==> src/logic/taskDispatch_settings.svh <==
`ifndef TASK_DISPATCH_SETTINGS_SVH
`define TASK_DISPATCH_SETTINGS_SVH

// Core array
`define NUM_CORES 4
`define R0_WIDTH 8
`define INSN_WIDTH 32

// Frame layout
`define FRAME_LEN_WIDTH 6
`define FENCE_WIDTH 2

// Control word is fence + mask + R0 fields + length
`define CTRL_WORD_WIDTH \
	(`FENCE_WIDTH + `NUM_CORES + `NUM_CORES * `R0_WIDTH + `FRAME_LEN_WIDTH)

// Program store
`define TASK_MEM_DEPTH 64
`define TASK_ADDR_WIDTH 6

// Wide enough for either kind of word
`define TASK_WORD_WIDTH \
	((`CTRL_WORD_WIDTH > `INSN_WIDTH) ? `CTRL_WORD_WIDTH : `INSN_WIDTH)

`endif

==> src/logic/taskDispatchPkg.sv <==
`default_nettype none

`include "taskDispatch_settings.svh"

package taskDispatchPkg;

	typedef enum logic [`FENCE_WIDTH-1:0] {
		fenceNone    = 2'd0,
		fenceAcquire = 2'd1,	// Next frame waits for every core
		fenceRelease = 2'd2	// This frame waits for every core
	} fenceMode;

	typedef enum logic [2:0] {
		stIdle      = 3'd0,
		stFetch     = 3'd1,
		stControl   = 3'd2,
		stWaitReady = 3'd3,
		stIssue     = 3'd4,
		stHalt      = 3'd5
	} schedState;

	// Zero length with an empty mask marks program end
	typedef struct packed {
		logic [`FRAME_LEN_WIDTH-1:0] frameLen;
		logic [`NUM_CORES-1:0] coreMask;
		fenceMode fence;
		logic [`NUM_CORES*`R0_WIDTH-1:0] r0Values;	// Core 0 in the low bits
	} controlWord;

endpackage

`default_nettype wire

==> src/logic/taskMemIf.sv <==
`default_nettype none

`include "taskDispatch_settings.svh"

interface taskMemIf;

	logic wrEn;
	logic [`TASK_ADDR_WIDTH-1:0] wrAddr;
	logic [`TASK_WORD_WIDTH-1:0] wrData;

	logic [`TASK_ADDR_WIDTH-1:0] rdAddr;
	logic [`TASK_WORD_WIDTH-1:0] rdData;	// One cycle behind rdAddr

	modport writer (
		output wrEn,
		output wrAddr,
		output wrData
	);

	modport store (
		input wrEn,
		input wrAddr,
		input wrData
	);

	modport reader (
		output rdAddr,
		input rdData
	);

	modport fetch (
		input rdAddr,
		output rdData
	);

endinterface

`default_nettype wire

==> src/logic/taskLoader.sv <==
`default_nettype none

`include "taskDispatch_settings.svh"

module taskLoader (
	input logic clk,
	input logic reset,
	input logic loadValid,
	input logic [`TASK_WORD_WIDTH-1:0] loadWord,
	taskMemIf.writer mem,
	input logic programDone,
	output logic programReady
);

	taskDispatchPkg::controlWord loadCtrl;
	logic [`TASK_ADDR_WIDTH:0] wrCount;	// One extra bit to see a full store
	logic [`FRAME_LEN_WIDTH-1:0] frameLeft;
	logic accept;
	logic hasRoom;
	logic isEnd;

	assign loadCtrl = taskDispatchPkg::controlWord'(loadWord[`CTRL_WORD_WIDTH-1:0]);
	assign accept = loadValid && !programReady;
	assign hasRoom = wrCount < (`TASK_ADDR_WIDTH + 1)'(`TASK_MEM_DEPTH);
	assign isEnd = (loadCtrl.frameLen == '0) && (loadCtrl.coreMask == '0);

	always_ff @(posedge clk) begin
		if (reset) begin
			wrCount <= '0;
			frameLeft <= '0;
			programReady <= 1'b0;
			mem.wrEn <= 1'b0;
		end else begin
			mem.wrEn <= accept && hasRoom;
			if (programDone) begin
				programReady <= 1'b0;
				wrCount <= '0;
				frameLeft <= '0;
			end else if (accept) begin
				if (hasRoom)
					wrCount <= wrCount + 1'b1;
				// Only words between frames are control words
				if (frameLeft != '0)
					frameLeft <= frameLeft - 1'b1;
				else if (isEnd)
					programReady <= 1'b1;
				else
					frameLeft <= loadCtrl.frameLen;
			end
		end
	end

	always_ff @(posedge clk) begin
		mem.wrAddr <= wrCount[`TASK_ADDR_WIDTH-1:0];
		mem.wrData <= loadWord;
	end

endmodule

`default_nettype wire

==> src/logic/taskMemory.sv <==
`default_nettype none

`include "taskDispatch_settings.svh"

module taskMemory (
	input logic clk,
	taskMemIf.store memStore,
	taskMemIf.fetch memFetch
);

	logic [`TASK_WORD_WIDTH-1:0] words [`TASK_MEM_DEPTH];

	// Loader and scheduler are never active together
	always_ff @(posedge clk) begin
		if (memStore.wrEn)
			words[memStore.wrAddr] <= memStore.wrData;
	end

	always_ff @(posedge clk) begin
		memFetch.rdData <= words[memFetch.rdAddr];	// Registered read
	end

endmodule

`default_nettype wire

==> src/logic/taskScheduler.sv <==
`default_nettype none

`include "taskDispatch_settings.svh"

module taskScheduler (
	input logic clk,
	input logic reset,
	taskMemIf.reader mem,
	input logic programReady,
	output logic programDone,
	input logic [`NUM_CORES-1:0] ready,
	output logic [`NUM_CORES-1:0] start,
	output logic [`INSN_WIDTH-1:0] insnData,
	output logic [`NUM_CORES-1:0] initR0Valid,
	output logic [`NUM_CORES*`R0_WIDTH-1:0] initR0,
	output logic busy
);

	taskDispatchPkg::schedState state;
	taskDispatchPkg::fenceMode curFence;	// Fence of the frame being finished
	taskDispatchPkg::controlWord ctrl;

	logic [`TASK_ADDR_WIDTH-1:0] taskPtr;
	logic [`NUM_CORES-1:0] activeMask;
	logic [`FRAME_LEN_WIDTH-1:0] insnLeft;

	logic isEnd;
	logic fullFence;
	logic fenceOk;
	logic maskReady;

	assign mem.rdAddr = taskPtr;	// rdData stays valid while taskPtr holds

	assign ctrl = taskDispatchPkg::controlWord'(mem.rdData[`CTRL_WORD_WIDTH-1:0]);
	assign isEnd = (ctrl.frameLen == '0) && (ctrl.coreMask == '0);

	// Acquire behind us or release ahead means the whole array must drain
	assign fullFence = (curFence == taskDispatchPkg::fenceAcquire) ||
		(ctrl.fence == taskDispatchPkg::fenceRelease);
	assign fenceOk = fullFence ? (&ready) : ((ready & ctrl.coreMask) == ctrl.coreMask);

	assign maskReady = (ready & activeMask) == activeMask;

	always_ff @(posedge clk) begin
		if (reset) begin
			state <= taskDispatchPkg::stIdle;
			curFence <= taskDispatchPkg::fenceNone;
			taskPtr <= '0;
			activeMask <= '0;
			insnLeft <= '0;
			start <= '0;
			initR0Valid <= '0;
			programDone <= 1'b0;
			busy <= 1'b0;
		end else begin
			start <= '0;
			initR0Valid <= '0;
			programDone <= 1'b0;

			case (state)
				taskDispatchPkg::stIdle: begin
					taskPtr <= '0;
					insnLeft <= '0;
					curFence <= taskDispatchPkg::fenceNone;
					if (programReady) begin
						busy <= 1'b1;
						state <= taskDispatchPkg::stFetch;
					end
				end

				// Address is presented here, word arrives next cycle
				taskDispatchPkg::stFetch: begin
					state <= (insnLeft == '0) ? taskDispatchPkg::stControl :
						taskDispatchPkg::stWaitReady;
				end

				taskDispatchPkg::stControl: begin
					if (isEnd) begin
						programDone <= 1'b1;
						busy <= 1'b0;
						state <= taskDispatchPkg::stHalt;
					end else if (fenceOk) begin
						initR0Valid <= ctrl.coreMask;
						activeMask <= ctrl.coreMask;
						curFence <= ctrl.fence;
						insnLeft <= ctrl.frameLen;	// Zero means R0 only
						taskPtr <= taskPtr + 1'b1;
						state <= taskDispatchPkg::stFetch;
					end
				end

				taskDispatchPkg::stWaitReady: begin
					if (maskReady) begin
						start <= activeMask;
						state <= taskDispatchPkg::stIssue;
					end
				end

				// Start is high this cycle
				taskDispatchPkg::stIssue: begin
					taskPtr <= taskPtr + 1'b1;
					insnLeft <= insnLeft - 1'b1;
					state <= taskDispatchPkg::stFetch;
				end

				taskDispatchPkg::stHalt: begin
					if (!programReady)
						state <= taskDispatchPkg::stIdle;	// Loader has let go
				end

				default: begin
					state <= taskDispatchPkg::stIdle;
				end
			endcase
		end
	end

	// Payload only meaningful alongside its pulse
	always_ff @(posedge clk) begin
		if (state == taskDispatchPkg::stControl)
			initR0 <= ctrl.r0Values;
		if (state == taskDispatchPkg::stWaitReady)
			insnData <= mem.rdData[`INSN_WIDTH-1:0];
	end

endmodule

`default_nettype wire

==> src/logic/taskDispatchTop.sv <==
`default_nettype none

`include "taskDispatch_settings.svh"

module taskDispatchTop (
	input logic clk,
	input logic reset,
	input logic loadValid,
	input logic [`TASK_WORD_WIDTH-1:0] loadWord,
	input logic [`NUM_CORES-1:0] ready,
	output logic [`NUM_CORES-1:0] start,
	output logic [`INSN_WIDTH-1:0] insnData,
	output logic [`NUM_CORES-1:0] initR0Valid,
	output logic [`NUM_CORES*`R0_WIDTH-1:0] initR0,
	output logic busy
);

	logic programReady;
	logic programDone;

	taskMemIf memBus ();

	taskLoader loader_i (
		.clk(clk),
		.reset(reset),
		.loadValid(loadValid),
		.loadWord(loadWord),
		.mem(memBus),
		.programDone(programDone),
		.programReady(programReady)
	);

	// Same bus seen from both sides of the store
	taskMemory memory_i (
		.clk(clk),
		.memStore(memBus),
		.memFetch(memBus)
	);

	taskScheduler scheduler_i (
		.clk(clk),
		.reset(reset),
		.mem(memBus),
		.programReady(programReady),
		.programDone(programDone),
		.ready(ready),
		.start(start),
		.insnData(insnData),
		.initR0Valid(initR0Valid),
		.initR0(initR0),
		.busy(busy)
	);

endmodule

`default_nettype wire

==> config.mk <==
export PLATFORM = sky130hd
export DESIGN_NAME = taskDispatchTop
export DESIGN_NICKNAME = d
export VERILOG_FILES = /design/src/logic/taskDispatchPkg.sv /design/src/logic/taskMemIf.sv /design/src/logic/taskLoader.sv /design/src/logic/taskMemory.sv /design/src/logic/taskScheduler.sv /design/src/logic/taskDispatchTop.sv
export VERILOG_INCLUDE_DIRS = /design/src /design/src/logic
export SDC_FILE = /design/constraint.sdc
export NUM_CORES = 2
export LEC_CHECK = 0
export ABC_AREA = 1
export BUFFER_PORTS_ARGS = -buffer_cell sky130_fd_sc_hd__buf_4
export CORE_MARGIN = 8
export CORE_UTILIZATION = 34
export DETAILED_ROUTE_END_ITERATION = 8
export GPL_TIMING_DRIVEN = 0
export PLACE_DENSITY_LB_ADDON = 0.25
export SYNTH_ARGS = -nofsm -noshare
export SYNTH_HDL_FRONTEND = slang
export SYNTH_SLANG_ARGS = --single-unit
==> constraint.sdc <==
create_clock -name clk -period 5.8 [get_ports clk]
set_clock_uncertainty 0.05 [all_clocks]
set_input_delay 0.87 -clock clk [delete_from_list [all_inputs] [get_ports clk]]
set_output_delay 0.87 -clock clk [all_outputs]
set_load 0.005 [all_outputs]
==> results.toml <==
[detailed_routing]
wire_per_inst_um = 30.2
ant_nets = 0
drcViolationCount = 0
drt-pass1-iter-count = 7
vias = 86800
first_iter_violations = 13800
viasPerCell = 5.34
routed_wl_mm = 491

[timing]
min_period_ps = 5110
relSlewSlack = -0.0968
timing.final.crit_share = 0.881
final-max-slew-violation-count = 45
max_freq_mhz = 196
worst_hold_slack_ps = 72.2
worst_pin_slew_ps = 1650
grt_setup_unrepaired = "no"
setup_viol = 0
worst_slack_ps = 693
hold_viol = 0

[worst_setup_path]
crit_chain = "clkbuf_1 > clkinv_1 > clkbuf_2 > buf_1 > nand3_1 > nand3_1 > nand2_1 > nand3_1 > nand2_1"
critPathMaxFanout = 10
crit_start = "scheduler_i.mem.rdAddr[2]"
crit_slowest_cell = "clkbuf_1"
worstPathArrival_ps = 5850
ff2ff_path_depth = 9
crit_path_end = "memory_i.memFetch.rdData[28]"
path_common_cell = "nand3_1"
max_stage_delay_ps = 1200
reg2reg_to = "memory_i.memFetch.rdData[28]"
critPathKind = "flip-flop to flip-flop"
crit_path_end_kind = "flip-flop"
reg2reg_slack_ps = 690
cp.required_ps = 6540
r2r_start = "scheduler_i.mem.rdAddr[2]"
start_kind = "flip-flop"

[floorplan]
die-area_sq_mm = 0.374
coreArea_sq_mm = 0.355
die_h_um = 612
die_x_um = 612
rows = 219
start_util = 0.340
ios = 124

[final_layout]
multi_input_area_sq_mm = 0.0280
fill_cells = 33700
regArea_sq_mm = 0.0895
drive_gt1_frac = 0.105
syn_to_final_growth_pct = 18.6
final_nets = 11300

[clocking]
cts_buffer_depth = 4
htreeDepth = 5
cts.sinks = 3020
cts_resized = 0
cts_made_buffers = 334
clock_latency_ps = 970
root_buffer = "clkbuf_16"
cts_tree = "yes"
postCtsSetupBuffers = 0
clk_pin_slew_ps = 60

[logic_synthesis]
synth_top_area_frac = 0.716
synth_commonest_cells = "2880 x edfxtp_1, 2326 x nand2_1, 2010 x nor2_1"
ys_seq_area_frac = 0.740
syn_area_per_cell_sq_um = 11.5
syn-cell-area_sq_mm = 0.121
synth-edff-count = 2880
synth.most_common_cell = "edfxtp_1"
synthCells = 10500
synth_top_cell_by_area = "edfxtp_1"
ys.flop_type = "edfxtp_1"
synthTopCellsByArea = "edfxtp_1 72%, nand2_1 7.2%, nor2_1 6.2%"
ys_ff_latch = 3020
syn_nets = 10600
yosysWarnings = 0
synthDistinctLibCells = 31
async_reset_ff_frac = 0

[global_routing]
antenna_found_initial = 63
grt_pass1_vias = 81300
grt_pass1_wl_mm = 658
grt_use_total = 0.253
grt_max_degree = 65
grt_overflow = 0

[place]
port_buffers = 122
pre_cts_slack_ps = 1020
hpwl_mm = 348
place.gp.congestion = 0.985

[power_and_ir_drop]
p_per_area_mw_per_mm2 = 337
vdd_drop_max_mv = 0.214
power.leakage_nw = 51.4

[hold_path]
hp-class = "input pin to flip-flop"

[outcome]
violations = "max-capacitance violations, max-slew violations"
outcome = "complete, but fails checks"

[flow_run]
maxCapViolCount = 4
-- metal layers --
metal	wire [um]	vias to the layer above	track usage
li1	-	37500	-
met1	183000	43000	0.321
met2	216000	5261	0.388
met3	56700	1033	0.0673
met4	34200	12	0.150
met5	449	-	0.00702
-- area by class of cell --
cell class | count | area share
Buffer | 597 | 0.0182
Multi-Input combinational cell | 6529 | 0.196
Timing Repair Buffer | 358 | 0.0377
Antenna cell | 46 | 0.000804
Tap cell | 4751 | 0.0415
Inverter | 354 | 0.00930
Clock buffer | 433 | 0.0628
Clock inverter | 170 | 0.00949
Sequential cell | 3020 | 0.625
-- timing repair --
action / CTS / global route
setup endpoints to repair: 0 / 0
hold endpoints to repair: 43 / 0
hold buffers: 43 / 0
-- through the flow --
stage               TNS [ps]  utilization  power (mW)  cell area (sq um)  instances
finish                     0        0.404        48.3             143000      16300
global placement    -1577060        0.360        28.0             128000      15400
global route               0        0.404        49.4             143000      16200
floorplan                  0            -        26.2             121000      10500
CTS                        0        0.403        48.4             143000      16200
detailed placement         0        0.373        28.1             132000      15600
-- registers in the layout, indices dropped and copies added (netlist names) --
signal,count
memory_i.words,2816
loader_i.mem.wrData,44
memory_i.memFetch.rdData,44
scheduler_i.initR0,32
scheduler_i.insnData,32
loader_i.wrCount,7
loader_i.frameLeft,6
loader_i.mem.wrAddr,6
scheduler_i.insnLeft,6
scheduler_i.mem.rdAddr,6
scheduler_i.activeMask,4
scheduler_i.initR0Valid,4
scheduler_i.start,4
scheduler_i.state,3
scheduler_i.curFence,2
loader_i.mem.wrEn,1
loader_i.programReady,1
scheduler_i.busy,1
scheduler_i.programDone,1
-- logic make-up (layout without fill, tap and decap cells) --
logic type | after synthesis | in the layout | share of synthesized area
flip-flops | 3020 | 3020 | 0.740
AND/OR/NAND/NOR | 5430 | 5430 | 0.182
AO/OA/AOI/OAI | 1087 | 1087 | 0.0453
adder cells (fa/ha/maj) | 6 | 6 | 0.000622
XOR/XNOR | 6 | 6 | 0.000435
buffers and inverters | 951 | 1912 | 0.0324
other | 0 | 46 | 0
-- power by group --
part           internal (mW)  leakage [nW]  switching [mW]  total, mW
logic                  0.805          19.3            2.72       3.52
clock network           11.6          5.06            8.94       20.5
registers               24.0          27.1           0.263       24.3
-- how the worst min path moves through the flow --
stage	startpoint	to	slack [ps]	cells after the start
finish	loadWord[38]	loader_i.mem.wrData[38]	70	1
global route	loadWord[38]	loader_i.mem.wrData[38]	50	1
CTS	loadWord[38]	loader_i.mem.wrData[38]	10	1
detailed placement	loader_i.wrCount[4]	loader_i.mem.wrAddr[4]	330	0
global placement	loader_i.wrCount[2]	loader_i.mem.wrAddr[2]	320	0
floorplan	loader_i.wrCount[2]	loader_i.mem.wrAddr[2]	310	0
-- cell usage in the layout (no fill, tap or decap), types with 5 or more instances in the layout --
master         Yosys  routed
buf_16             0      54
clkinvlp_4         0       8
buf_12             0     113
or2_2            120     120
nor2_1          2010    1950
clkbuf_1         369     431
dfxtp_4            0      44
bufinv_16          0      14
xor2_1             5       5
inv_6              0      10
buf_2            139     140
buf_4             32     157
clkinv_8           0       6
buf_6              7      26
o211ai_1           7       7
nand4_1            8       8
o21ai_0          873     872
inv_1            345     344
nand2_1         2326    2326
inv_16             0       5
dfxtp_1          140      96
edfxtp_1        2880    2880
buf_1             50      49
nor3_1            15      11
clkinv_2           0      52
ha_1               6       6
nand3_1          946     946
clkinv_1           5      73
a21oi_1          199     199
nor2_4             1      61
dlygate4sd3_1      0      43
clkbuf_2           0      15
diode_2            0      46
clkbuf_8           0      17
clkbuf_16          0     338
-- critical path, delay by kind of cell, from the launching register on --
family / cells / cell delay [ps]
buffers and inverters: 4 / 2980
DFF: 1 / 410
and+or+nand+nor: 5 / 1420
Power figures use the tool's default switching activity.
